File: src/hdl/usbd_pkg.sv
package usbd_pkg;

    // ------------------------------------------------------------
    // widths and plain vector types
    // ------------------------------------------------------------
    localparam int ADDR_W = 12;

    typedef logic [ADDR_W-1:0] haddr_t;
    typedef logic [31:0]       word_t;
    typedef logic [3:0]        strobe_t;
    typedef logic [7:0]        byte_t;
    typedef logic [10:0]       ram_addr_t;  // 2 KiB descriptor space
    typedef logic [11:0]       cnt_t;
    typedef logic [3:0]        endpt_t;

    // ------------------------------------------------------------
    // address map
    // ------------------------------------------------------------
    localparam haddr_t SR_ADDR       = 12'h000;
    localparam haddr_t CR_ADDR       = 12'h004;
    localparam haddr_t RX_FLAG_ADDR  = 12'h008;
    localparam haddr_t TX_FLAG_ADDR  = 12'h00C;
    localparam haddr_t EP0_FIFO_ADDR = 12'h010;
    localparam haddr_t EP0_NUM_ADDR  = 12'h050;
    localparam haddr_t DESC_TAB_BASE = 12'h100;  // one 256-byte page
    localparam haddr_t DESC_RAM_BASE = 12'h800;  // bit 11 selects the ram

    localparam int DESC_TAB_ENTRIES = 11;
    localparam int EP0_FIFO_DEPTH   = 64;

    // control register bits, sticky flags reuse 29..31 in SR
    localparam int CR_EN_BIT        = 0;
    localparam int CR_SEND_Z_BIT    = 1;
    localparam int CR_SETUP_IE_BIT  = 29;
    localparam int CR_EPIN_IE_BIT   = 30;
    localparam int CR_EPOUT_IE_BIT  = 31;

    // ------------------------------------------------------------
    // grouped signals
    // ------------------------------------------------------------
    typedef struct packed {
        haddr_t  addr;
        logic    rd;
        logic    wr;
        strobe_t strobe;
    } bus_req_t;

    typedef struct packed {
        endpt_t endpt;
        byte_t  rxdat;
        logic   rxval;
        logic   rxact;
        logic   txact;
        logic   txpop;
        logic   setup;
        logic   link_rst;
        logic   hispeed;
        logic   suspend;
        logic   online;
    } link_rx_t;

    typedef struct packed {
        byte_t txdat;
        logic  txval;
        cnt_t  txlen;
    } ep0_tx_t;

    typedef struct packed {
        logic  rx_full;
        logic  rx_empty;
        logic  tx_full;
        logic  tx_empty;
        cnt_t  rx_cnt;
        cnt_t  tx_cnt;
        byte_t rx_head;
    } ep0_stat_t;

    typedef word_t [DESC_TAB_ENTRIES-1:0] desc_table_t;

    // word-granular register match
    function automatic logic word_hit(haddr_t a, haddr_t t);
        return a[ADDR_W-1:2] == t[ADDR_W-1:2];
    endfunction

    function automatic logic ram_hit(haddr_t a);
        return (a & DESC_RAM_BASE) != '0;
    endfunction

    // byte-lane merge of a write into an existing word
    function automatic word_t merge(word_t old, word_t wdata, strobe_t stb);
        word_t res;
        res = old;
        for (int b = 0; b < 4; b++) begin
            if (stb[b])
                res[8*b +: 8] = wdata[8*b +: 8];
        end
        return res;
    endfunction

endpackage

File: src/hdl/usbd_ahb_slave.sv
`timescale 1ns/1ps

module usbd_ahb_slave (
    input  logic              hclk,
    input  logic              hresetn,
    input  logic              hsel_i,
    input  usbd_pkg::haddr_t  haddr_i,
    input  logic [1:0]        htrans_i,
    input  logic [2:0]        hsize_i,
    input  logic              hwrite_i,
    input  logic              hready_i,
    output usbd_pkg::bus_req_t req_o
);
    import usbd_pkg::*;

    logic     trans_req;
    logic     rd_req;
    logic     wr_req;
    logic     upd_rd;
    logic     upd_wr;
    strobe_t  strobe_nxt;
    bus_req_t req_q;

    // NONSEQ or SEQ, selected, previous transfer done
    assign trans_req = hready_i & hsel_i & htrans_i[1];
    assign rd_req    = trans_req & ~hwrite_i;
    assign wr_req    = trans_req & hwrite_i;

    // new request, or end of the current data phase
    assign upd_rd = rd_req | (req_q.rd & hready_i);
    assign upd_wr = wr_req | (req_q.wr & hready_i);

    // ------------------------------------------------------------
    // byte lanes from size and low address bits
    // ------------------------------------------------------------
    always_comb begin
        case (hsize_i)
            3'b000:  strobe_nxt = strobe_t'(4'b0001 << haddr_i[1:0]);  // byte
            3'b001:  strobe_nxt = haddr_i[1] ? 4'b1100 : 4'b0011;     // halfword
            default: strobe_nxt = 4'b1111;
        endcase
    end

    always_ff @(posedge hclk or negedge hresetn) begin
        if (!hresetn) begin
            req_q <= '0;
        end else begin
            if (trans_req)
                req_q.addr <= haddr_i;
            if (upd_rd)
                req_q.rd <= rd_req;
            if (upd_wr)
                req_q.wr <= wr_req;
            if (upd_rd | upd_wr)
                req_q.strobe <= strobe_nxt;
        end
    end

    assign req_o = req_q;  // data-phase view

endmodule

File: config.mk
export PLATFORM = sky130hd
export DESIGN_NAME = usbd_ahb_slave
export DESIGN_NICKNAME = d
export VERILOG_FILES = /design/src/hdl/usbd_pkg.sv /design/src/hdl/usbd_ahb_slave.sv
export SDC_FILE = /design/constraint.sdc
export NUM_CORES = 1
export LEC_CHECK = 0
export BUFFER_PORTS_ARGS = -buffer_cell sky130_fd_sc_hd__buf_2
export CORE_MARGIN = 2
export CORE_UTILIZATION = 46
export DETAILED_ROUTE_END_ITERATION = 8
export HOLD_SLACK_MARGIN = 0.15
export PLACE_DENSITY = 0.82
export RECOVER_POWER = 100
export SETUP_SLACK_MARGIN = 0.15
export SYNTH_ARGS = -nofsm -noshare
export SYNTH_HDL_FRONTEND = slang
export SYNTH_SLANG_ARGS = --single-unit
File: constraint.sdc
create_clock -name hclk -period 2.4 [get_ports hclk]
set_clock_uncertainty 0.1 [all_clocks]
set_input_delay 0 -clock hclk [delete_from_list [all_inputs] [get_ports hclk]]
set_output_delay 0 -clock hclk [all_outputs]
set_load 0.01 [all_outputs]
After elaboration in Yosys (flattened, before gate mapping)

Index checks and enable logic that the tools add are counted.
W data, S select, Z words.

Eq/ne operators: 1
Shifts and indexed selects: 1
Muxes and demuxes: 2
Bitwise operators: 10
Reductions and logical operators: 1

Operators by type and width:

| operator              | number |
|---|---|
| $pmux W4 S2           | 1 |
| $and A1 B1 Y1         | 6 |
| $mux W4               | 1 |
| $shl A1 B2 Y4 const A | 1 |
| $eq A3 B1 Y1 const B  | 1 |
| $logic_not A3 Y1      | 1 |
| $or A1 B1 Y1          | 3 |
| $not A1 Y1            | 1 |

Register bits after elaboration: 18
Output and inout port bits: 18
Word-level logic and storage cells: 19

Longest topological paths before layout

Word-level depth: 5
Mapped depth: 4

Worst setup path after synthesis

OpenSTA, ideal clock, no wires.

Path type: register to register
From: reg req_q, in the netlist req_o[5]
To: reg req_q, in the netlist req_o[0]
Library setup time: 0.125 ns
Arrival time: 1.144 ns
Slack: 1.031 ns
Cell stages (with the launch flop): 4
Period minus slack after synthesis: 1.369 ns
Path through: dfrtp_1 > a211o_1 > nand2_1 > mux2_2

Word-level cells in the longest chain between the ends: 3

Ends and longest elaborated chain:

| what               | RTL line             | RTL |
|---|---|---|
| start: declaration | usbd_ahb_slave.sv:22 | `bus_req_t req_q;` |
| $and A1 B1 Y1      | usbd_ahb_slave.sv:30 | `assign upd_rd = rd_req \| (req_q.rd & hready_i);` |
| $or A1 B1 Y1       | usbd_ahb_slave.sv:30 |  |
| $or A1 B1 Y1       | usbd_ahb_slave.sv:54 | `if (upd_rd \| upd_wr)` |

Every way passes these cells.
A chain may end at the register's enable or synchronous reset.

Worst setup path after layout

From: in hsize_i[1]
To: reg req_q, in the netlist req_o[3]

Word-level cells in the longest chain between the ends: 2

Ends and longest elaborated chain:

| what                                                    | RTL line             | RTL |
|---|---|---|
| start: declaration                                      | usbd_ahb_slave.sv:9  | `input logic [2:0] hsize_i,` |
| $eq A3 B1 Y1 / $logic_not A3 Y1 (equally long branches) | usbd_ahb_slave.sv:37 | `case (hsize_i)` |
| $pmux W4 S2 (*)                                         | usbd_ahb_slave.sv:37 |  |

Every way passes the cells marked *; elsewhere a longest branch is shown, timed or not.

==> flow_metrics.env <==
export IMPL_post_route_cells_drive_above_1_share_pct=24.4
export IMPL_tritoncts_clock_tree="done"
export IMPL_min_path_type="in2reg"
export IMPL_ys_seq_elements=18
export IMPL_cts_resized=0
export IMPL_grt_setup_unrepaired="false"
export IMPL_die_width_um=44.5
export IMPL_layout_worst_path_cycle_share_pct=82.1
export IMPL_grt_overflow=0
export IMPL_vias_per_cell=4.90
export IMPL_yosys_area_top_type_share_pct=59.6
export IMPL_crit_fanout=4
export IMPL_ctsHtreeMaxLevel=1
export IMPL_worst_setup_path_start_kind="input pin"
export IMPL_netlist_area_um2=756
export IMPL_seq_area_frac_synth_pct=59.6
export IMPL_worstMarginPinSlew_ns=0.807
export IMPL_drtIter0Drc=7
export IMPL_rr_endpoint="req_o[3]"
export IMPL_worstRegToRegCells=4
export IMPL_drt_wirelength_per_cell_um=13.3
export IMPL_floorplan_core_area_um2=1520
export IMPL_grt_pass1_vias=778
export IMPL_clock_latency_of_the_later_clocked_register_in_the_worst_skew_pair_ns=0.29
export IMPL_reg_to_reg_startpoint="req_o[5]"
export IMPL_yosysTopAreaCell="sky130_fd_sc_hd__dfrtp_1"
export IMPL_design_die_area_um2=1980
export IMPL_finish_cell_count_without_fillers=143
export IMPL_r2r_setup_slack_ns=0.68
export IMPL_worstHoldStart="hsel_i"
export IMPL_hold_depth=4
export IMPL_wire_length_of_the_first_global_routing_pass_um=3220
export IMPL_cts_root_buffer="sky130_fd_sc_hd__clkbuf_4"
export IMPL_worstPathRequired_ns=2.48
export IMPL_post_cts_buffers=0
export IMPL_synth_net_count=75
export IMPL_largest_net_degree_at_the_start_of_global_routing=19
export IMPL_sink_count=18
export IMPL_synth_yosys_warnings=0
export IMPL_worst_slew_margin_rel_pct=46.0
export IMPL_max_cap_violations=0
export IMPL_start_util_pct=49.6
export IMPL_synthesis_instances=53
export IMPL_grt_busiest_layer="met2"
export IMPL_drc_violations=0
export IMPL_report_final_hold_viol_count=0
export IMPL_dp_hpwl_um=1020
export IMPL_syn_to_final_growth_pct=68.2
export IMPL_globalRouteMet1Util_pct=23.7
export IMPL_finalCoreUtilization_pct=83.4
export IMPL_cts_clk_slew_worst_paths_ns=0.10
export IMPL_setup_viol=0
export IMPL_setup_worst_path_end_class="flop"
export IMPL_die_h_um=44.5
export IMPL_worst_endpoint_arrival_ns=2.05
export IMPL_post_route_ant_nets=0
export IMPL_drt_total_wl_um=1910
export IMPL_peak_clock_frequency_supported_by_timing_mhz=507
export IMPL_antennaDiodeCount=0
export IMPL_p_leak_nw=0.568
export IMPL_largest_register_ffs=18
export IMPL_dr_pass1_iters=3
export IMPL_use_met3_pct=3.27
export IMPL_grt_total_usage_pct=22.4
export IMPL_crit_type="in2reg"
export IMPL_gpl_final_weighted_congestion=0.719
export IMPL_global_route_met2_utilization_pct=43.2
export IMPL_ys_types=14
export IMPL_buffer_ports_inserted=38
export IMPL_whs_endpoint="req_o[0]"
export IMPL_floorplan_io_pins=40
export IMPL_ctsLongestPathBuffers=2
export IMPL_final_max_slew_violation_count=0
export IMPL_routed_via_count=701
export IMPL_fin_nets=151
export IMPL_final_setup_tns_ns=0
export IMPL_numCtsBuffers=3
export IMPL_finalCriticalPeriod_ns=1.97
export IMPL_netlist_top_cells_area="sky130_fd_sc_hd__dfrtp_1, sky130_fd_sc_hd__mux2_2, sky130_fd_sc_hd__mux2_4, sky130_fd_sc_hd__o21ai_0, sky130_fd_sc_hd__nand3_4"
export IMPL_row_count=14
export IMPL_antenna_found_initial=0
export IMPL_run_status="finished clean"
export IMPL_synthesis_area_per_instance_um2=14.3
export IMPL_post_place_cells=106
export IMPL_ir_worst_vdd_v=0.000399
export IMPL_finalHoldWorstSlack_ns=0.252
export IMPL_power_density_nw_per_um2=598
-- through the flow --
stage,setup WS [ns],power [mW],cell area [um2]
after floorplan,1.03,0.478,756
after global placement,1.04,0.556,955
after detailed placement,1.01,0.561,955
after CTS,0.489,0.791,1320
after global routing,0.353,0.804,1270
final,0.428,0.760,1270
-- cell usage after synthesis, drive strengths merged --
library cell / instances
dfrtp: 18
nand2: 2
o22ai: 2
a41oi: 1
mux2: 14
nor2b: 1
inv: 4
nand3: 1
buf: 1
a21oi: 1
a211o: 1
o21ai: 5
nor2: 2
-- kinds of logic after synthesis --
kind of cell | after synthesis | share of synthesized area, %
compound gates | 10 | 7.95
buf+inv | 5 | 3.48
flops | 18 | 59.6
mux | 14 | 23.8
simple gates | 6 | 5.13
-- worst max path at each step --
stage               start  endpoint  slack (ns)  cells after the start
2_1_floorplan    req_o[5]  req_o[0]        1.03                      3
3_5_place_dp     req_o[5]  req_o[1]        1.01                      3
5_1_grt        hsize_i[1]  req_o[3]        0.35                      6
3_3_place_gp     req_o[5]  req_o[0]        1.04                      3
4_1_cts        hsize_i[1]  req_o[3]        0.49                      6
6_report       hsize_i[1]  req_o[3]        0.43                      6
-- cells in the final DEF (no fill, tap or decap) --
| cell | count |
|---|---|
| sky130_fd_sc_hd__dfrtp_1 | 18 |
| sky130_fd_sc_hd__nor2_1 | 2 |
| sky130_fd_sc_hd__mux2_1 | 6 |
| sky130_fd_sc_hd__a41oi_1 | 1 |
| sky130_fd_sc_hd__o21ai_0 | 5 |
| sky130_fd_sc_hd__o22ai_1 | 2 |
| sky130_fd_sc_hd__clkbuf_4 | 3 |
| sky130_fd_sc_hd__dlygate4sd3_1 | 34 |
| sky130_fd_sc_hd__a21oi_1 | 1 |
| sky130_fd_sc_hd__nor2b_1 | 1 |
| sky130_fd_sc_hd__nand2_1 | 2 |
| sky130_fd_sc_hd__a211o_1 | 1 |
| sky130_fd_sc_hd__inv_1 | 4 |
| sky130_fd_sc_hd__mux2_2 | 8 |
| sky130_fd_sc_hd__buf_2 | 19 |
| sky130_fd_sc_hd__nand3_4 | 1 |
| sky130_fd_sc_hd__clkbuf_1 | 19 |
-- report_power, final --
group,switching (mW),leakage [nW],internal (mW)
registers,0.0266,0.209,0.353
clock network,0.0865,0.0138,0.0583
logic,0.0961,0.346,0.140
total,0.209,0.568,0.551
-- worst max-delay path: stages --
cell and delay [ns]:
sky130_fd_sc_hd__dlygate4sd3_1 0.54, sky130_fd_sc_hd__buf_2 0.12, sky130_fd_sc_hd__nor2_1 0.08, sky130_fd_sc_hd__dlygate4sd3_1 0.61, sky130_fd_sc_hd__a41oi_1 0.12, sky130_fd_sc_hd__dlygate4sd3_1 0.58
-- per-layer routing --
| layer | vias up | part of all wire [%] |
|---|---|---|
| met5 | - | 0 |
| met4 | 0 | 0.31 |
| met3 | 2 | 6.5 |
| met2 | 30 | 53 |
| met1 | 331 | 40 |
| li1 | 338 | - |
-- cell type report --
type	count	area (um2)
timing repair buffer	72	507
inverter	4	15.0
clock buffer	3	22.5
multi-input combinational	30	256
fill	110	253
sequential	18	450
tap	16	20.0
-- repair_timing --
action / in CTS / in global routing
hold endpoints to repair: 36 / 0
setup endpoints to repair: 0 / 0
hold buffers: 34 / 0
Power figures use the tool's default switching activity.
