===== src/hdl/usbd_pkg.sv =====
package usbd_pkg;

    // ------------------------------------------------------------
    // widths and plain vector types
    // ------------------------------------------------------------
    localparam int ADDR_W = 12;

    typedef logic [ADDR_W-1:0] haddr_t;
    typedef logic [31:0]       word_t;
    typedef logic [3:0]        strobe_t;
    typedef logic [7:0]        byte_t;
    typedef logic [10:0]       ram_addr_t;  // 2 KiB descriptor space
    typedef logic [11:0]       cnt_t;
    typedef logic [3:0]        endpt_t;

    // ------------------------------------------------------------
    // address map
    // ------------------------------------------------------------
    localparam haddr_t SR_ADDR       = 12'h000;
    localparam haddr_t CR_ADDR       = 12'h004;
    localparam haddr_t RX_FLAG_ADDR  = 12'h008;
    localparam haddr_t TX_FLAG_ADDR  = 12'h00C;
    localparam haddr_t EP0_FIFO_ADDR = 12'h010;
    localparam haddr_t EP0_NUM_ADDR  = 12'h050;
    localparam haddr_t DESC_TAB_BASE = 12'h100;  // one 256-byte page
    localparam haddr_t DESC_RAM_BASE = 12'h800;  // bit 11 selects the ram

    localparam int DESC_TAB_ENTRIES = 11;
    localparam int EP0_FIFO_DEPTH   = 64;

    // control register bits, sticky flags reuse 29..31 in SR
    localparam int CR_EN_BIT        = 0;
    localparam int CR_SEND_Z_BIT    = 1;
    localparam int CR_SETUP_IE_BIT  = 29;
    localparam int CR_EPIN_IE_BIT   = 30;
    localparam int CR_EPOUT_IE_BIT  = 31;

    // ------------------------------------------------------------
    // grouped signals
    // ------------------------------------------------------------
    typedef struct packed {
        haddr_t  addr;
        logic    rd;
        logic    wr;
        strobe_t strobe;
    } bus_req_t;

    typedef struct packed {
        endpt_t endpt;
        byte_t  rxdat;
        logic   rxval;
        logic   rxact;
        logic   txact;
        logic   txpop;
        logic   setup;
        logic   link_rst;
        logic   hispeed;
        logic   suspend;
        logic   online;
    } link_rx_t;

    typedef struct packed {
        byte_t txdat;
        logic  txval;
        cnt_t  txlen;
    } ep0_tx_t;

    typedef struct packed {
        logic  rx_full;
        logic  rx_empty;
        logic  tx_full;
        logic  tx_empty;
        cnt_t  rx_cnt;
        cnt_t  tx_cnt;
        byte_t rx_head;
    } ep0_stat_t;

    typedef word_t [DESC_TAB_ENTRIES-1:0] desc_table_t;

    // word-granular register match
    function automatic logic word_hit(haddr_t a, haddr_t t);
        return a[ADDR_W-1:2] == t[ADDR_W-1:2];
    endfunction

    function automatic logic ram_hit(haddr_t a);
        return (a & DESC_RAM_BASE) != '0;
    endfunction

    // byte-lane merge of a write into an existing word
    function automatic word_t merge(word_t old, word_t wdata, strobe_t stb);
        word_t res;
        res = old;
        for (int b = 0; b < 4; b++) begin
            if (stb[b])
                res[8*b +: 8] = wdata[8*b +: 8];
        end
        return res;
    endfunction

endpackage


===== src/hdl/usbd_byte_fifo.sv =====
`timescale 1ns/1ps

module usbd_byte_fifo #(
    parameter int DEPTH = usbd_pkg::EP0_FIFO_DEPTH
) (
    input  logic            hclk,
    input  logic            hresetn,
    input  logic            clr_i,
    input  logic            push_i,
    input  usbd_pkg::byte_t data_i,
    input  logic            pop_i,
    output usbd_pkg::byte_t head_o,
    output usbd_pkg::cnt_t  count_o,
    output logic            empty_o,
    output logic            full_o
);
    import usbd_pkg::*;

    localparam int AW = $clog2(DEPTH);

    byte_t         mem [DEPTH];
    logic [AW-1:0] wr_ptr;
    logic [AW-1:0] rd_ptr;
    cnt_t          cnt_q;
    logic          do_push;
    logic          do_pop;

    assign do_push = push_i & ~full_o;   // push into full is dropped
    assign do_pop  = pop_i & ~empty_o;

    always_ff @(posedge hclk) begin
        if (do_push)
            mem[wr_ptr] <= data_i;
    end

    always_ff @(posedge hclk or negedge hresetn) begin
        if (!hresetn) begin
            wr_ptr <= '0;
            rd_ptr <= '0;
            cnt_q  <= '0;
        end else if (clr_i) begin
            wr_ptr <= '0;
            rd_ptr <= '0;
            cnt_q  <= '0;
        end else begin
            if (do_push)
                wr_ptr <= (wr_ptr == AW'(DEPTH-1)) ? '0 : wr_ptr + 1'b1;
            if (do_pop)
                rd_ptr <= (rd_ptr == AW'(DEPTH-1)) ? '0 : rd_ptr + 1'b1;
            cnt_q <= cnt_q + cnt_t'(do_push) - cnt_t'(do_pop);
        end
    end

    assign head_o  = mem[rd_ptr];  // fall-through
    assign count_o = cnt_q;
    assign empty_o = cnt_q == '0;
    assign full_o  = cnt_q == cnt_t'(DEPTH);

endmodule


===== src/hdl/usbd_ep0_path.sv =====
`timescale 1ns/1ps

module usbd_ep0_path (
    input  logic                hclk,
    input  logic                hresetn,
    input  usbd_pkg::bus_req_t  req_i,
    input  usbd_pkg::word_t     hwdata_i,
    input  usbd_pkg::link_rx_t  link_i,
    output usbd_pkg::ep0_tx_t   ep0_tx_o,
    output logic                link_rxrdy_o,
    output usbd_pkg::ep0_stat_t ep0_stat_o
);
    import usbd_pkg::*;

    logic  ep0_sel;
    logic  fifo_hit;
    logic  rx_push;
    logic  rx_pop;
    logic  tx_push;
    logic  tx_pop;
    byte_t tx_head;
    cnt_t  txlen_q;

    // only endpoint 0 is kept, so the endpoint mux is just a gate
    assign ep0_sel  = link_i.endpt == endpt_t'(0);
    assign fifo_hit = word_hit(req_i.addr, EP0_FIFO_ADDR);

    assign rx_push = link_i.rxval & ep0_sel;
    assign rx_pop  = req_i.rd & fifo_hit;   // read pops head in data phase
    assign tx_push = req_i.wr & fifo_hit;   // lane 0 only
    assign tx_pop  = link_i.txpop & ep0_sel;

    usbd_byte_fifo u_rx_fifo (
        .hclk    (hclk),
        .hresetn (hresetn),
        .clr_i   (link_i.link_rst),
        .push_i  (rx_push),
        .data_i  (link_i.rxdat),
        .pop_i   (rx_pop),
        .head_o  (ep0_stat_o.rx_head),
        .count_o (ep0_stat_o.rx_cnt),
        .empty_o (ep0_stat_o.rx_empty),
        .full_o  (ep0_stat_o.rx_full)
    );

    usbd_byte_fifo u_tx_fifo (
        .hclk    (hclk),
        .hresetn (hresetn),
        .clr_i   (link_i.link_rst),
        .push_i  (tx_push),
        .data_i  (hwdata_i[7:0]),
        .pop_i   (tx_pop),
        .head_o  (tx_head),
        .count_o (ep0_stat_o.tx_cnt),
        .empty_o (ep0_stat_o.tx_empty),
        .full_o  (ep0_stat_o.tx_full)
    );

    // length frozen while the link is transmitting
    always_ff @(posedge hclk or negedge hresetn) begin
        if (!hresetn)
            txlen_q <= '0;
        else if (!link_i.txact)
            txlen_q <= ep0_stat_o.tx_cnt;
    end

    assign ep0_tx_o.txdat = tx_head;
    assign ep0_tx_o.txval = ep0_sel & ~ep0_stat_o.tx_empty;
    assign ep0_tx_o.txlen = txlen_q;
    assign link_rxrdy_o   = ~ep0_stat_o.rx_full;  // back-pressure to link

endmodule


===== config.mk =====
export PLATFORM = sky130hd
export DESIGN_NAME = usbd_ep0_path
export DESIGN_NICKNAME = d
export VERILOG_FILES = /design/src/hdl/usbd_pkg.sv /design/src/hdl/usbd_byte_fifo.sv /design/src/hdl/usbd_ep0_path.sv
export SDC_FILE = /design/constraint.sdc
export NUM_CORES = 1
export LEC_CHECK = 0
export CAP_MARGIN = 20
export CORE_ASPECT_RATIO = 0.6
export CORE_MARGIN = 2
export CORE_UTILIZATION = 55
export CTS_CLUSTER_DIAMETER = 100
export CTS_CLUSTER_SIZE = 14
export DETAILED_ROUTE_END_ITERATION = 8
export DONT_BUFFER_PORTS = 1
export PLACE_DENSITY = 0.81
export SLEW_MARGIN = 30
export SYNTH_ARGS = -nofsm -noshare
export SYNTH_HDL_FRONTEND = slang
export SYNTH_HIERARCHICAL = 1
export SYNTH_SLANG_ARGS = --single-unit

===== constraint.sdc =====
create_clock -name hclk -period 10.4 [get_ports hclk]
set_input_delay 0.52 -clock hclk [delete_from_list [all_inputs] [get_ports hclk]]
set_output_delay 0.52 -clock hclk [all_outputs]
set_load 0.005 [all_outputs]

== Word level (Yosys, flattened, before mapping) ==
Memories as Yosys holds them, arrays and structs flattened.
Index checks and enable logic that the tools add are counted.
Operators by class
  bitwise operators: 13
  multiplexer cells: 18
  $add $sub $neg: 8
  equal/unequal tests: 7
  reductions and logical operators: 7
Operators by type and width (count)
  two-way mux 6 bit: 12
  adder 12 x 1 -> 12 bit: 2
  adder 6 x 1 -> 6 bit (second input constant): 4
  == test 12 x 7 -> 1 bit (second input constant): 2
  == test 6 bit (second input constant): 4
  zero test 12 bit: 2
  two-way mux 12 bit: 2
  subtractor 12 x 1 -> 12 bit: 2
  == test 10 x 3 -> 1 bit (second input constant): 1
  AND 1 bit: 9
  nonzero test 2 bit: 4
  zero test 4 bit: 1
  two-way mux 1 bit: 4
  inverter 1 bit: 4
Word-level totals
  bits of input ports: 73
  output and inout bits: 58
  word-level logic and storage cells: 62
  memories: 2
  register bits: 60
  bits in writable memories: 1024
Memories
  u_rx_fifo.mem: depth 64, bits a word 8, read ports 1, clocked after Yosys merged registers in 0, wr ports 1, RTL line usbd_byte_fifo.sv:21  | byte_t mem [DEPTH];
  u_tx_fifo.mem: depth 64, bits a word 8, read ports 1, clocked after Yosys merged registers in 0, wr ports 1, RTL line usbd_byte_fifo.sv:21

== Depth between registers and ports, before layout ==
  depth after elaboration: 6
  gate-level depth with buffers: 15
  mapped depth without buffers: 14

== Hierarchy ==
The synthesis kept the hierarchy.
Modules (own cells, without submodules)
  usbd_byte_fifo: seq. area each 15975.3 um^2, area each 21400.5 um^2, cells each 1113, instances 2
  usbd_ep0_path: seq. area each 300.3 um^2, area each 516.7 um^2, cells each 37, instances 1

== Least setup slack after synthesis ==
No wires, ideal clock.
  path type: input to register
  from: input req_i[13] in the netlist's numbering
  to: register u_tx_fifo.cnt_q[10], in the netlist u_tx_fifo/count_o[10]
  setup slack: 6402 ps
  arrival time: 3873 ps
  stages: 14
  setup time: 125 ps
  buffers on the path: 1
  required time: 10275 ps
  cell sequence: or4_4 nor4_1 o31a_1 clkbuf_1 inv_1 ha_1 inv_1 ha_1 fa_1 a21oi_1 o221ai_1 o41ai_1 o21ai_0 mux2_2
Between the ends
  cells in the longest elaborated chain, start to end: 6
RTL lines
  from (decl): RTL line usbd_ep0_path.sv:6  | input usbd_pkg::bus_req_t req_i,
  == test 10 x 3 -> 1 bit: RTL line usbd_pkg.sv:82  | return a[ADDR_W-1:2] == t[ADDR_W-1:2];
  AND 1 bit: RTL line usbd_ep0_path.sv:30  | assign tx_push = req_i.wr & fifo_hit;
  named net tx_push: RTL line usbd_ep0_path.sv:19  | logic tx_push;
  AND 1 bit: RTL line usbd_byte_fifo.sv:28  | assign do_push = push_i & ~full_o;
  adder 12 x 1 -> 12 bit: RTL line usbd_byte_fifo.sv:50  | cnt_q <= cnt_q + cnt_t'(do_push) - cnt_t'(do_pop);
  subtractor 12 x 1 -> 12 bit: RTL line usbd_byte_fifo.sv:50
  two-way mux 12 bit: RTL line usbd_byte_fifo.sv:41  | end else if (clr_i) begin
  to (signal assigned): RTL line usbd_byte_fifo.sv:50
  to (decl): RTL line usbd_byte_fifo.sv:24  | cnt_t cnt_q;
The timed path passes the listed nets, and every way through them passes these cells.
A chain may end at the register's enable or synchronous reset.

==> flow_metrics.tcl <==
set metrics [dict create \
    drt_pass1_iterations 6 \
    die_y_um 221 \
    worstReg2RegStart "u_rx_fifo/count_o[8]" \
    cts_resized 0 \
    via_per_inst 6.71 \
    synth-async-reset-ratio_pct 5.54 \
    crit_path_start "u_rx_fifo/rd_ptr[0]" \
    drive_gt1_share_pct 18.0 \
    synth.top_cell.area_share_pct 71.0 \
    die_area_um2 81100 \
    cp.required_ps 9880 \
    power.total_mw 8.44 \
    worst_hold_path.num_cells 1 \
    num_antenna_cells 0 \
    wl_um 98700 \
    p_leak_nw 14.5 \
    num_rows 79 \
    cp-start-kind "flip-flop" \
    setup_viol 0 \
    grt_pass1_wl_um 146000 \
    cts_made_buffers 87 \
    cts_max_level 3 \
    clockRootBuffer "clkbuf_16" \
    synthDistinctLibCells 56 \
    ff2ff_path_depth 14 \
    worst-setup-path-type "reg2out" \
    syn_nets 2376 \
    crit_chain "buf_6 -> mux4_2 -> a22o_1 -> a221oi_1 -> o221ai_1" \
    synthCells 2263 \
    post-route-period-util_pct 45.4 \
    vdd_drop_max_v 0.000117 \
    num_io_pins 131 \
    coreArea_um2 77700 \
    min_from "link_i[6]" \
    post_drt_wl_per_cell_um 29.2 \
    cap_violations 0 \
    cts.reportedPaths.clkPinSlew_ps 70 \
    finClkSkew_ps 34.9 \
    fill_cells 5211 \
    synthTopCellsByArea "edfxtp_1 71%, mux4_2 12%, dfrtp_1 3.5%" \
    fin_ws_ps 5670 \
    dp_slack_ps 5260 \
    fin_crit_ps 4730 \
    io_buffers 0 \
    fin_util_pct 60.9 \
    yosys.area.top_type "edfxtp_1" \
    hp-class "in2reg" \
    end_kind "output pin" \
    synth_warnings 6 \
    drt_first_iter_violations 3349 \
    grt_pass1_vias 22564 \
    gp_congestion 0.866 \
    grt_max_degree 73 \
    area_growth_pct 9.22 \
    worst_pin_slew_ps 1020 \
    drv_slew 0 \
    yosysSeqAreaShare_pct 74.5 \
    outcome "completed" \
    multi_input_area_um2 10300 \
    final_antenna_net_count 0 \
    power_density_nw_per_um2 178 \
    arrival_ps 4210 \
    cp_max_fo 52 \
    reg2reg_to "u_rx_fifo/count_o[10]" \
    antenna_found_initial 0 \
    initial_utilization_pct 55.8 \
    crit_slowest_cell "dfrtp_4" \
    syn_avg_cell_area_um2 19.1 \
    max_stage_delay_ps 950 \
    cts_sinks 1084 \
    cp_top_family "compound AO/OA/AOI/OAI gates" \
    synth-edff-count 1024 \
    finalSetupTns_ps 0 \
    yosys_register_bits 1084 \
    synth-main-ff-cell "edfxtp_1" \
    rsz0062_at_grt "false" \
    grt_overflow 0 \
    max_freq_mhz 212 \
    dp_hpwl_um 59500 \
    vias 22658 \
    finalNetCount 2389 \
    grt_use_total_pct 24.4 \
    hold_viol_final 0 \
    cts_tree "done" \
    cp_num_buf_inv 1 \
    slew_headroom_pct 31.9 \
    hold_path_end "txlen_q[4]" \
    syn_area_um2 43300 \
    clock_path_buffers 3 \
    rrSetupSlack_ps 5700 \
    regArea_um2 32300 \
    worstSkewPairLatency_ps 670 \
    die_width_um 366 \
    drc_errors 0 \
]
## area by class of cell
| cell class | instances | area share [%] |
|---|---|---|
| Sequential cell | 1084 | 68.2 |
| Multi-Input combinational cell | 1007 | 21.9 |
| Clock buffer | 133 | 5.06 |
| Tap cell | 1053 | 2.78 |
| Timing Repair Buffer | 45 | 1.58 |
| Inverter | 51 | 0.405 |
| Clock inverter | 4 | 0.106 |
## synthesized netlist by cell type (20+ instances only)
master and number:
a21oi_1 40, a221oi_1 20, a22o_1 20, a22oi_1 60, buf_1 22, buf_2 29, clkbuf_1 52, dfrtp_1 60
edfxtp_1 1024, ha_1 38, inv_1 51, mux2_2 23, mux2i_1 32, mux4_2 236, nand2_1 86, nand3_1 20
nor2_1 186, nor2b_1 23, o221ai_1 22
## metrics by stage
| stage | hold slack (ps) | area, um2 | cells |
|---|---|---|---|
| global placement | 229 | 44200 | 3213 |
| floorplan | 224 | 43300 | 2263 |
| CTS | 0.595 | 47200 | 3371 |
| finish | 30.5 | 47300 | 3377 |
| global route | 11.0 | 47300 | 3377 |
| detailed placement | 228 | 44300 | 3214 |
## registers in the layout, indices dropped and copies added, names as in the netlist
| name | cells |
|---|---|
| u_rx_fifo/mem | 512 |
| u_tx_fifo/mem | 512 |
| u_tx_fifo/count_o | 12 |
| u_tx_fifo/rd_ptr | 6 |
| txlen_q | 12 |
| u_rx_fifo/wr_ptr | 6 |
| u_rx_fifo/count_o | 12 |
| u_tx_fifo/wr_ptr | 6 |
| u_rx_fifo/rd_ptr | 6 |
## kinds of logic after synthesis
| family | count (synthesis) | synth area share [%] |
|---|---|---|
| buffers and inverters | 172 | 1.74 |
| xor gates and xnor gates | 22 | 0.445 |
| and+or+nand+nor | 411 | 4.40 |
| muxes | 294 | 13.7 |
| adders and majority gates | 40 | 1.19 |
| AOI/OAI and AO/OA | 240 | 4.10 |
| DFF | 1084 | 74.5 |
## worst register-to-register path, stage by stage (launching register included)
cell	delay, ps
dfrtp_1	450
inv_1	110
ha_1	220
nand4bb_1	230
o31ai_2	700
inv_1	310
ha_1	380
inv_1	50
ha_1	210
fa_1	450
a21oi_1	230
o221ai_1	240
o41ai_1	510
o21ai_0	210
mux2_2	300
## report_power, final
| group | switching [mW] | internal [mW] | leakage (nW) |
|---|---|---|---|
| logic | 0.333 | 0.221 | 3.35 |
| registers | 0.0569 | 4.81 | 10.0 |
| clock network | 1.44 | 1.58 | 1.17 |
## how the worst max path moves through the flow
| stage | endpoint | slack (ps) | cells after the start |
|---|---|---|---|
| floorplan | u_tx_fifo/count_o[10] | 6400 | 14 |
| detailed placement | u_tx_fifo/count_o[10] | 5260 | 13 |
| CTS | u_tx_fifo/count_o[10] | 5440 | 14 |
| global placement | u_tx_fifo/count_o[10] | 5550 | 13 |
| global route | ep0_stat_o[1] | 5430 | 5 |
| finish | ep0_stat_o[1] | 5670 | 5 |
## layout by cell type (no fill, tap or decap), types with 19 or more instances in the layout
| cell type | count |
|---|---|
| nor2b_1 | 19 |
| nand2_1 | 86 |
| buf_16 | 19 |
| mux2_2 | 23 |
| a22oi_1 | 60 |
| o221ai_1 | 22 |
| clkbuf_1 | 44 |
| dfrtp_1 | 56 |
| edfxtp_1 | 1024 |
| inv_1 | 51 |
| mux4_2 | 236 |
| nand3_1 | 20 |
| clkbuf_16 | 89 |
| a221oi_1 | 20 |
| nor2_1 | 180 |
| mux2i_1 | 32 |
| a21oi_1 | 40 |
| a22o_1 | 20 |
| ha_1 | 38 |
## metal layers
metal	wire length (um)	share of wire [%]	global-route usage, %	vias to the layer above
met5	0	0	0	-
met4	2480	2.5	6.43	0
met3	13700	14	8.14	203
met2	43000	44	34.4	1485
met1	39500	40	36.8	11763
li1	-	-	-	9207
## repair_timing
| action | CTS | global route |
|---|---|---|
| hold endpoints to repair | 1132 | 0 |
| hold buffers | 20 | 0 |
| setup buffers | 0 | 0 |
(Power assumes the default switching activity.)
