### src/hdl/usbd_pkg.sv
package usbd_pkg;

    // ------------------------------------------------------------
    // widths and plain vector types
    // ------------------------------------------------------------
    localparam int ADDR_W = 12;

    typedef logic [ADDR_W-1:0] haddr_t;
    typedef logic [31:0]       word_t;
    typedef logic [3:0]        strobe_t;
    typedef logic [7:0]        byte_t;
    typedef logic [10:0]       ram_addr_t;  // 2 KiB descriptor space
    typedef logic [11:0]       cnt_t;
    typedef logic [3:0]        endpt_t;

    // ------------------------------------------------------------
    // address map
    // ------------------------------------------------------------
    localparam haddr_t SR_ADDR       = 12'h000;
    localparam haddr_t CR_ADDR       = 12'h004;
    localparam haddr_t RX_FLAG_ADDR  = 12'h008;
    localparam haddr_t TX_FLAG_ADDR  = 12'h00C;
    localparam haddr_t EP0_FIFO_ADDR = 12'h010;
    localparam haddr_t EP0_NUM_ADDR  = 12'h050;
    localparam haddr_t DESC_TAB_BASE = 12'h100;  // one 256-byte page
    localparam haddr_t DESC_RAM_BASE = 12'h800;  // bit 11 selects the ram

    localparam int DESC_TAB_ENTRIES = 11;
    localparam int EP0_FIFO_DEPTH   = 64;

    // control register bits, sticky flags reuse 29..31 in SR
    localparam int CR_EN_BIT        = 0;
    localparam int CR_SEND_Z_BIT    = 1;
    localparam int CR_SETUP_IE_BIT  = 29;
    localparam int CR_EPIN_IE_BIT   = 30;
    localparam int CR_EPOUT_IE_BIT  = 31;

    // ------------------------------------------------------------
    // grouped signals
    // ------------------------------------------------------------
    typedef struct packed {
        haddr_t  addr;
        logic    rd;
        logic    wr;
        strobe_t strobe;
    } bus_req_t;

    typedef struct packed {
        endpt_t endpt;
        byte_t  rxdat;
        logic   rxval;
        logic   rxact;
        logic   txact;
        logic   txpop;
        logic   setup;
        logic   link_rst;
        logic   hispeed;
        logic   suspend;
        logic   online;
    } link_rx_t;

    typedef struct packed {
        byte_t txdat;
        logic  txval;
        cnt_t  txlen;
    } ep0_tx_t;

    typedef struct packed {
        logic  rx_full;
        logic  rx_empty;
        logic  tx_full;
        logic  tx_empty;
        cnt_t  rx_cnt;
        cnt_t  tx_cnt;
        byte_t rx_head;
    } ep0_stat_t;

    typedef word_t [DESC_TAB_ENTRIES-1:0] desc_table_t;

    // word-granular register match
    function automatic logic word_hit(haddr_t a, haddr_t t);
        return a[ADDR_W-1:2] == t[ADDR_W-1:2];
    endfunction

    function automatic logic ram_hit(haddr_t a);
        return (a & DESC_RAM_BASE) != '0;
    endfunction

    // byte-lane merge of a write into an existing word
    function automatic word_t merge(word_t old, word_t wdata, strobe_t stb);
        word_t res;
        res = old;
        for (int b = 0; b < 4; b++) begin
            if (stb[b])
                res[8*b +: 8] = wdata[8*b +: 8];
        end
        return res;
    endfunction

endpackage

### src/hdl/usbd_regs.sv
`timescale 1ns/1ps

module usbd_regs (
    input  logic                  hclk,
    input  logic                  hresetn,
    input  usbd_pkg::bus_req_t    req_i,
    input  usbd_pkg::word_t       hwdata_i,
    input  usbd_pkg::link_rx_t    link_i,
    input  usbd_pkg::ep0_stat_t   ep0_stat_i,
    input  usbd_pkg::byte_t       ram_rdata_i,
    output usbd_pkg::word_t       hrdata_o,
    output usbd_pkg::desc_table_t desc_table_o,
    output logic                  ctrl_en_o,
    output logic                  intr_o
);
    import usbd_pkg::*;

    word_t       ctrl_q;
    desc_table_t tab_q;
    logic        tab_hit;
    logic [3:0]  tab_idx;
    logic [2:0]  src_q;     // {rxact, txact, setup}, first stage
    logic [2:0]  src_qq;
    logic [2:0]  fall;
    logic [2:0]  flags_q;   // {epout, epin, setup}
    logic [2:0]  flag_clr;
    logic [2:0]  flag_en;
    endpt_t      ep_q;

    assign tab_hit = req_i.addr[ADDR_W-1:8] == DESC_TAB_BASE[ADDR_W-1:8]
                   && req_i.addr[7:2] < DESC_TAB_ENTRIES;
    assign tab_idx = req_i.addr[5:2];

    // ------------------------------------------------------------
    // control register and descriptor table
    // ------------------------------------------------------------
    always_ff @(posedge hclk or negedge hresetn) begin
        if (!hresetn) begin
            ctrl_q <= '0;
            tab_q  <= '0;
        end else if (req_i.wr) begin
            if (word_hit(req_i.addr, CR_ADDR))
                ctrl_q <= merge(ctrl_q, hwdata_i, req_i.strobe);
            if (tab_hit)
                tab_q[tab_idx] <= merge(tab_q[tab_idx], hwdata_i, req_i.strobe);
        end
    end

    // ------------------------------------------------------------
    // edge detect and sticky interrupt flags
    // ------------------------------------------------------------
    assign fall     = src_qq & ~src_q;
    assign flag_clr = {hwdata_i[CR_EPOUT_IE_BIT], hwdata_i[CR_EPIN_IE_BIT],
                       hwdata_i[CR_SETUP_IE_BIT]}
                    & {3{req_i.wr & word_hit(req_i.addr, SR_ADDR) & req_i.strobe[3]}};

    always_ff @(posedge hclk or negedge hresetn) begin
        if (!hresetn) begin
            src_q   <= '0;
            src_qq  <= '0;
            flags_q <= '0;
            ep_q    <= '0;
        end else if (link_i.link_rst) begin
            src_q   <= '0;
            src_qq  <= '0;
            flags_q <= '0;
            ep_q    <= '0;
        end else begin
            src_q   <= {link_i.rxact, link_i.txact, link_i.setup};
            src_qq  <= src_q;
            flags_q <= (flags_q | fall) & ~flag_clr;  // clear wins
            if (link_i.rxact && !src_q[2])
                ep_q <= link_i.endpt;  // rising rxact
        end
    end

    assign flag_en = {ctrl_q[CR_EPOUT_IE_BIT], ctrl_q[CR_EPIN_IE_BIT],
                      ctrl_q[CR_SETUP_IE_BIT]};
    assign intr_o  = |(flags_q & flag_en);

    // ------------------------------------------------------------
    // read data
    // ------------------------------------------------------------
    always_comb begin
        hrdata_o = '0;
        if (req_i.rd) begin
            if (ram_hit(req_i.addr)) begin
                hrdata_o = {4{ram_rdata_i}};
            end else if (tab_hit) begin
                hrdata_o = tab_q[tab_idx];
            end else begin
                case (req_i.addr[ADDR_W-1:2])
                    SR_ADDR[ADDR_W-1:2]:
                        hrdata_o = {flags_q, 21'd0, ep_q, src_q[0],
                                    link_i.hispeed, link_i.suspend, link_i.online};
                    CR_ADDR[ADDR_W-1:2]:
                        hrdata_o = ctrl_q;
                    RX_FLAG_ADDR[ADDR_W-1:2]:
                        hrdata_o = {15'd0, ep0_stat_i.rx_full, 15'd0, ep0_stat_i.rx_empty};
                    TX_FLAG_ADDR[ADDR_W-1:2]:
                        hrdata_o = {15'd0, ep0_stat_i.tx_full, 15'd0, ep0_stat_i.tx_empty};
                    EP0_FIFO_ADDR[ADDR_W-1:2]:
                        hrdata_o = {24'd0, ep0_stat_i.rx_head};
                    EP0_NUM_ADDR[ADDR_W-1:2]:
                        hrdata_o = {4'd0, ep0_stat_i.tx_cnt, 4'd0, ep0_stat_i.rx_cnt};
                    default:
                        hrdata_o = '0;
                endcase
            end
        end
    end

    assign desc_table_o = tab_q;
    assign ctrl_en_o    = ctrl_q[CR_EN_BIT];

endmodule

### config.mk
export PLATFORM = sky130hd
export DESIGN_NAME = usbd_regs
export DESIGN_NICKNAME = d
export VERILOG_FILES = /design/src/hdl/usbd_pkg.sv /design/src/hdl/usbd_regs.sv
export SDC_FILE = /design/constraint.sdc
export NUM_CORES = 1
export LEC_CHECK = 0
export ABC_AREA = 1
export BUFFER_PORTS_ARGS = -buffer_cell sky130_fd_sc_hd__buf_2
export CAP_MARGIN = 20
export CELL_PAD_IN_SITES_DETAIL_PLACEMENT = 1
export CELL_PAD_IN_SITES_GLOBAL_PLACEMENT = 1
export CORE_MARGIN = 2
export CORE_UTILIZATION = 41
export DETAILED_ROUTE_END_ITERATION = 6
export PLACE_DENSITY_LB_ADDON = 0.1
export SYNTH_ARGS = -nofsm -noshare
export SYNTH_HDL_FRONTEND = slang
export SYNTH_SLANG_ARGS = --single-unit
### constraint.sdc
create_clock -name hclk -period 3.5 [get_ports hclk]
set_input_delay 0.35 -clock hclk [delete_from_list [all_inputs] [get_ports hclk]]
set_output_delay 0.35 -clock hclk [all_outputs]
set_load 0.01 [all_outputs]
## After elaboration in Yosys (flattened, before gate mapping)

Index checks and enable logic that the tools add are counted.

- Input bits: 117
- Output and inout port bits: 386
- Bits in registers: 397
- Word-level logic and storage cells: 75

- Multiplexer cells: 26
- Bitwise gates (word level): 9
- Magnitude comparators: 3
- Equality and inequality tests: 6
- Reduce and logical (&&, ||, !) cells: 12

Operators by type and width:

| cell | count |
|---|---|
| bitwise mux 352 bit | 1 |
| case mux 32 bit (6 select lines) | 1 |
| 2-to-1 mux 32 bit | 5 |
| binary-select mux 32 bit (select 4 bit) | 1 |
| demux 32 bit (select 4 bit) | 1 |
| 2-to-1 mux 8 bit | 12 |
| == test 10 x 2 -> 1 bit, second input constant | 2 |
| bitwise AND 3 bit | 4 |
| AND reduction 3 bit | 4 |
| == test 10 x 1 -> 1 bit, second input constant | 1 |
| == test 10 x 3 -> 1 bit, second input constant | 1 |
| == test 10 x 5 -> 1 bit, second input constant | 1 |
| zero test 10 bit | 1 |
| 2-to-1 mux 3 bit | 3 |
| 2-to-1 mux 4 bit | 2 |
| less-than comparator 6 x 4 -> 1 bit, second input constant | 1 |
| NOT 3 bit | 2 |
| less-than comparator 4 x 5 -> 1 bit, second input constant | 1 |
| == test 4 x 1 -> 1 bit, second input constant | 1 |
| greater-or-equal comparator 4 x 1 -> 1 bit, second input constant | 1 |
| logical AND 1 bit | 3 |
| bitwise OR 3 bit | 1 |
| OR reduction 3 bit | 1 |
| bitwise AND 1 bit | 2 |
| other kinds (3) | 3 |

## Longest topological paths before layout

- Word-level depth: 7
- Gate-level depth with buffers: 14
- Mapped depth without buffers: 12

## Least setup slack after synthesis

Ideal clock, no wire load.

- Path type: in2out
- Start point: input req_i[17] (netlist bit)
- End point: output hrdata_o[3]
- Setup slack: 1.578 ns
- Data required time: 3.150 ns
- Data arrival time: 1.572 ns
- Path buffers: 1
- Cell stages on the path: 10
- Path through: buf_2 nor2_4 nand2_1 nor2_1 nand2_1 o21ai_0 nor2_1 nand3_1 nand2_1 inv_1

- Longest elaborated chain between the ends: 5
- Elaborated cells on any way between the ends: 12
- Those cells by class: eq/ne: 6; mux: 4; reduce/logical: 2

RTL lines:

| element | RTL line | source |
|---|---|---|
| from (decl) | usbd_regs.sv:6 | `input usbd_pkg::bus_req_t req_i,` |
| == test 10 x 5 -> 1 bit (tied with other cells) | usbd_regs.sv:92 | `case (req_i.addr[ADDR_W-1:2])` |
| case mux 32 bit (6 select lines) / logical AND 1 bit (equally long branches) | usbd_regs.sv:92, usbd_regs.sv:31 |  |
| 2-to-1 mux 32 bit | usbd_regs.sv:89 | `end else if (tab_hit) begin` |
| 2-to-1 mux 32 bit (*) | usbd_regs.sv:87 | `if (ram_hit(req_i.addr)) begin` |
| 2-to-1 mux 32 bit (*) | usbd_regs.sv:86 | `if (req_i.rd) begin` |
| to (decl) | usbd_regs.sv:11 | `output usbd_pkg::word_t hrdata_o,` |

Mark *: on every way between the ends. The rest lies on a longest branch, timed or not.

## Final worst setup path

- Start point: input req_i[8] (netlist bit)
- End point: output hrdata_o[7]

- Longest elaborated chain between the ends: 5
- Elaborated cells on any way between the ends: 14
- Those cells by class: order compare: 1; eq/ne: 5; mux: 6; reduce/logical: 2

RTL lines:

| element | RTL line | source |
|---|---|---|
| less-than comparator 6 x 4 -> 1 bit (tied with other cells) | usbd_regs.sv:31 | `&& req_i.addr[7:2] < DESC_TAB_ENTRIES;` |
| logical AND 1 bit (tied with other cells) | usbd_regs.sv:31 |  |
| 2-to-1 mux 32 bit (*) | usbd_regs.sv:89 |  |
| 2-to-1 mux 32 bit (*) | usbd_regs.sv:87 |  |
| 2-to-1 mux 32 bit (*) | usbd_regs.sv:86 |  |

Mark *: on every way between the ends. The rest lies on a longest branch, timed or not. The select of a mux whose other input is x is not followed.

==> insert_results.sql <==
INSERT INTO impl_metrics (metric_group, metric, value, unit) VALUES
('yosys', 'synth_top_area_cell', 'sky130_fd_sc_hd__dfrtp_1', ''),
('floorplanning', 'io_pins', '503', ''),
('cells_and_area', 'layout.nets', '3252', ''),
('clock_network', 'cts.root.buffer_cell', 'sky130_fd_sc_hd__clkbuf_16', ''),
('clock_network', 'cts_num_sinks', '397', ''),
('yosys', 'synth_cells', '2737', ''),
('sta', 'rsz0062_at_grt', 'no', ''),
('sta', 'finalHoldViolations', '0', ''),
('worst_setup_path', 'type_of_destination_of_the_critical_path', 'output port', ''),
('detailed_routing', 'drc_errors', '0', ''),
('yosys', 'yosys_register_bits', '397', ''),
('clock_network', 'cts.clk_slew.worst_paths', '0.06', 'ns'),
('floorplanning', 'chipHeight', '225', 'um'),
('sta', 'tightest_slew', '1.15', 'ns'),
('power', 'ir_drop', '0.324', 'mV'),
('power', 'cellPowerDensity', '428', 'nW/um^2'),
('detailed_routing', 'wl_cell', '23.9', 'um'),
('clock_network', 'cts_buffer_depth', '3', ''),
('job', 'cap_viol_max_count', '0', ''),
('sta', 'maxClockFrequency', '0.333', 'GHz'),
('status', 'outcome', 'complete, no violations', ''),
('power', 'leakagePower', '0.0137', 'uW'),
('global_route', 'grt-busiest-layer', 'met2', ''),
('worst_setup_path', 'timing.rr.start', 'desc_table_o[235]', ''),
('worst_setup_path', 'timing.critical_path.to', 'hrdata_o[7]', ''),
('floorplanning', 'core_area', '48600', 'sq um'),
('sta', 'worst_slew_margin_rel', '23.6', '%'),
('global_route', 'groute.layer.met1.usage', '49.0', '%'),
('global_route', 'globalRouteOverflowTotal', '0', ''),
('yosys', 'post_synth_edffs', '0', ''),
('worst_setup_path', 'critPathArrivalTime', '2.65', 'ns'),
('detailed_routing', 'drtIter0Drc', '1702', ''),
('global_route', 'grt_pass1_vias', '20700', ''),
('yosys', 'asyncSetResetFlopFracSynth', '100', '%'),
('global_route', 'grt_pass1_wl', '134000', 'um'),
('floorplanning', 'die_area', '50700', 'sq um'),
('worst_setup_path', 'worstReg2RegEnd', 'desc_table_o[139]', ''),
('cells_and_area', 'drive_gt1_share', '20.3', '%'),
('worst_setup_path', 'critical_path.max_fanout', '31', ''),
('worst_setup_path', 'r2r.worst_path.cells', '8', ''),
('placed_design', 'place_congestion', '0.927', ''),
('worst_setup_path', 'required', '3.15', 'ns'),
('global_route', 'global_routing_met3_resource_utilization', '6.26', '%'),
('floorplanning', 'rows', '81', ''),
('detailed_routing', 'drt-vias-per-instance', '5.49', ''),
('clock_network', 'postCtsSetupRepairBufs', '0', ''),
('clock_network', 'cts_tree', 'yes', ''),
('sta', 'layout_worst_path_cycle_share', '85.7', '%'),
('sta', 'finalClockSkew', '0.0141', 'ns'),
('worst_setup_path', 'crit_path_start_kind', 'input pin', ''),
('sta', 'final_slew_viol_count', '0', ''),
('detailed_routing', 'detailedRoute.firstPassIterationCount', '5', ''),
('sta', 'report.final.setup_viol', '0', ''),
('global_route', 'antenna_found_initial', '4', ''),
('sta', 'period_minus_slack', '3.00', 'ns'),
('clock_network', 'cts_buffers', '47', ''),
('worst_setup_path', 'worst-setup-path-type', 'input pin to output port', ''),
('worst_setup_path', 'ff2ff_setup_slack', '1.51', 'ns'),
('yosys', 'synthTopCellsByArea', 'sky130_fd_sc_hd__dfrtp_1 50%, sky130_fd_sc_hd__nand2_1 24%, sky130_fd_sc_hd__nand3_1 6.6%', ''),
('clock_network', 'cts_htree_levels', '2', ''),
('placed_design', 'io_buffers', '490', ''),
('detailed_routing', 'postRouteWirelength', '90800', 'um'),
('yosys', 'summed_instance_area_of_the_synthesized_netlist', '20100', 'sq um'),
('worst_setup_path', 'crit_start', 'req_i[8]', ''),
('floorplanning', 'initial_utilization', '41.2', '%'),
('global_route', 'use_met2', '55.5', '%'),
('yosys', 'post_synth_cell_types', '27', ''),
('global_route', 'groute.usage.overall', '35.4', '%'),
('yosys', 'synth.net_count', '2854', ''),
('sta', 'timing.setup.tns', '0', 'ns'),
('floorplanning', 'die_w', '225', 'um');
## how the worst min path moves through the flow
| stage | from | end | cells after the start |
|---|---|---|---|
| floorplan | hresetn | ctrl_q[0] | 0 |
| global placement | hresetn | desc_table_o[150] | 1 |
| detailed placement | hresetn | desc_table_o[182] | 1 |
| CTS | link_i[17] | ep_q[0] | 3 |
| global route | link_i[17] | ep_q[0] | 3 |
| finish | link_i[17] | ep_q[0] | 3 |
## routing by layer
layer	vias to the layer above	wire length, um	share of wire [%]
li1	9467	-	-
met2	807	41000	45
met3	160	6700	7.4
met1	10400	39300	43
met4	4	3700	4.1
met5	-	29	0.032
## cell type report
class	instances	area, sq um	share of cell area, %
Tap cell	622	778	3.20
Multi-Input combinational cell	2004	8630	35.5
Clock inverter	9	103	0.422
Clock buffer	74	1390	5.71
Timing Repair Buffer	535	2910	12.0
Antenna cell	3	7.51	0.0309
Inverter	150	566	2.33
Sequential cell	397	9930	40.9
## cells in the mapped netlist, types with 6 or more instances
library cell	instances
sky130_fd_sc_hd__dfrtp_1	397
sky130_fd_sc_hd__o21ai_0	227
sky130_fd_sc_hd__nand2_1	1286
sky130_fd_sc_hd__buf_2	103
sky130_fd_sc_hd__inv_2	10
sky130_fd_sc_hd__nor2_1	45
sky130_fd_sc_hd__nand3b_1	14
sky130_fd_sc_hd__buf_6	8
sky130_fd_sc_hd__inv_1	137
sky130_fd_sc_hd__clkbuf_1	53
sky130_fd_sc_hd__nand4_1	34
sky130_fd_sc_hd__o21ai_1	100
sky130_fd_sc_hd__nor2_2	6
sky130_fd_sc_hd__buf_4	14
sky130_fd_sc_hd__buf_1	8
sky130_fd_sc_hd__nor2_4	9
sky130_fd_sc_hd__nand3_1	263
## critical path, stage by stage
cell and delay [ns]:
sky130_fd_sc_hd__buf_4 0.44, sky130_fd_sc_hd__inv_4 0.24, sky130_fd_sc_hd__nor2_8 0.36, sky130_fd_sc_hd__nand2_2 0.18, sky130_fd_sc_hd__nor2_2 0.16, sky130_fd_sc_hd__buf_4 0.26, sky130_fd_sc_hd__nand2_1 0.07, sky130_fd_sc_hd__nand2_1 0.07
sky130_fd_sc_hd__nor2_1 0.07, sky130_fd_sc_hd__nand3_1 0.14, sky130_fd_sc_hd__nand2_1 0.06, sky130_fd_sc_hd__inv_1 0.06, sky130_fd_sc_hd__buf_2 0.12
## kinds of logic after synthesis
logic type             Yosys count  synth area share (%)
DFF                            397                  49.5
AOI/OAI and AO/OA              333                  8.38
buffers and inverters          336                  7.51
and+or+nand+nor               1671                  34.6
## state kept, by name, summed over array words and instances, names as in the netlist
register / count
ctrl_q: 32
desc_table_o: 352
ep_q: 4
flags_q: 3
src_q: 3
src_qq: 3
## placed cells by master, fill, tap and decap left out, types with 4 or more instances in the layout
| cell type | instances |
|---|---|
| sky130_fd_sc_hd__buf_12 | 8 |
| sky130_fd_sc_hd__nand3_1 | 263 |
| sky130_fd_sc_hd__nand2_2 | 7 |
| sky130_fd_sc_hd__dfrtp_1 | 397 |
| sky130_fd_sc_hd__o21ai_0 | 227 |
| sky130_fd_sc_hd__buf_4 | 35 |
| sky130_fd_sc_hd__nor2_1 | 44 |
| sky130_fd_sc_hd__clkinv_2 | 5 |
| sky130_fd_sc_hd__inv_2 | 10 |
| sky130_fd_sc_hd__inv_1 | 137 |
| sky130_fd_sc_hd__nor2_4 | 11 |
| sky130_fd_sc_hd__a21oi_1 | 4 |
| sky130_fd_sc_hd__buf_2 | 488 |
| sky130_fd_sc_hd__nand2_1 | 1283 |
| sky130_fd_sc_hd__clkbuf_8 | 11 |
| sky130_fd_sc_hd__nand3b_1 | 14 |
| sky130_fd_sc_hd__clkbuf_16 | 47 |
| sky130_fd_sc_hd__o21ai_1 | 100 |
| sky130_fd_sc_hd__nor2_2 | 5 |
| sky130_fd_sc_hd__clkbuf_1 | 16 |
| sky130_fd_sc_hd__nand4_1 | 34 |
## metrics by stage
stage               instances  power (uW)  hold slack (ns)  cell area [sq um]  setup WS [ns]
detailed placement       3703        5620            0.428              22700          0.432
global route             3793       10700           0.0393              24300          0.322
CTS                      3789       10400          0.00392              24300          0.501
global placement         3703        5600            0.419              22700          0.457
floorplan                2737        5150           0.0544              20100           1.58
finish                   3794       10400           0.0331              24300          0.500
## where the power goes
part           switching, uW  internal (uW)
Sequential              41.8           4640
Combinational            662            199
Clock                   2010           2850
## timing repair
action | CTS | global route
hold endpoints to repair | 83 | 0
hold buffers | 3 | 0
setup endpoints to repair | 0 | 0
resized for setup | 0 | 0
Power figures use the tool's default switching activity.
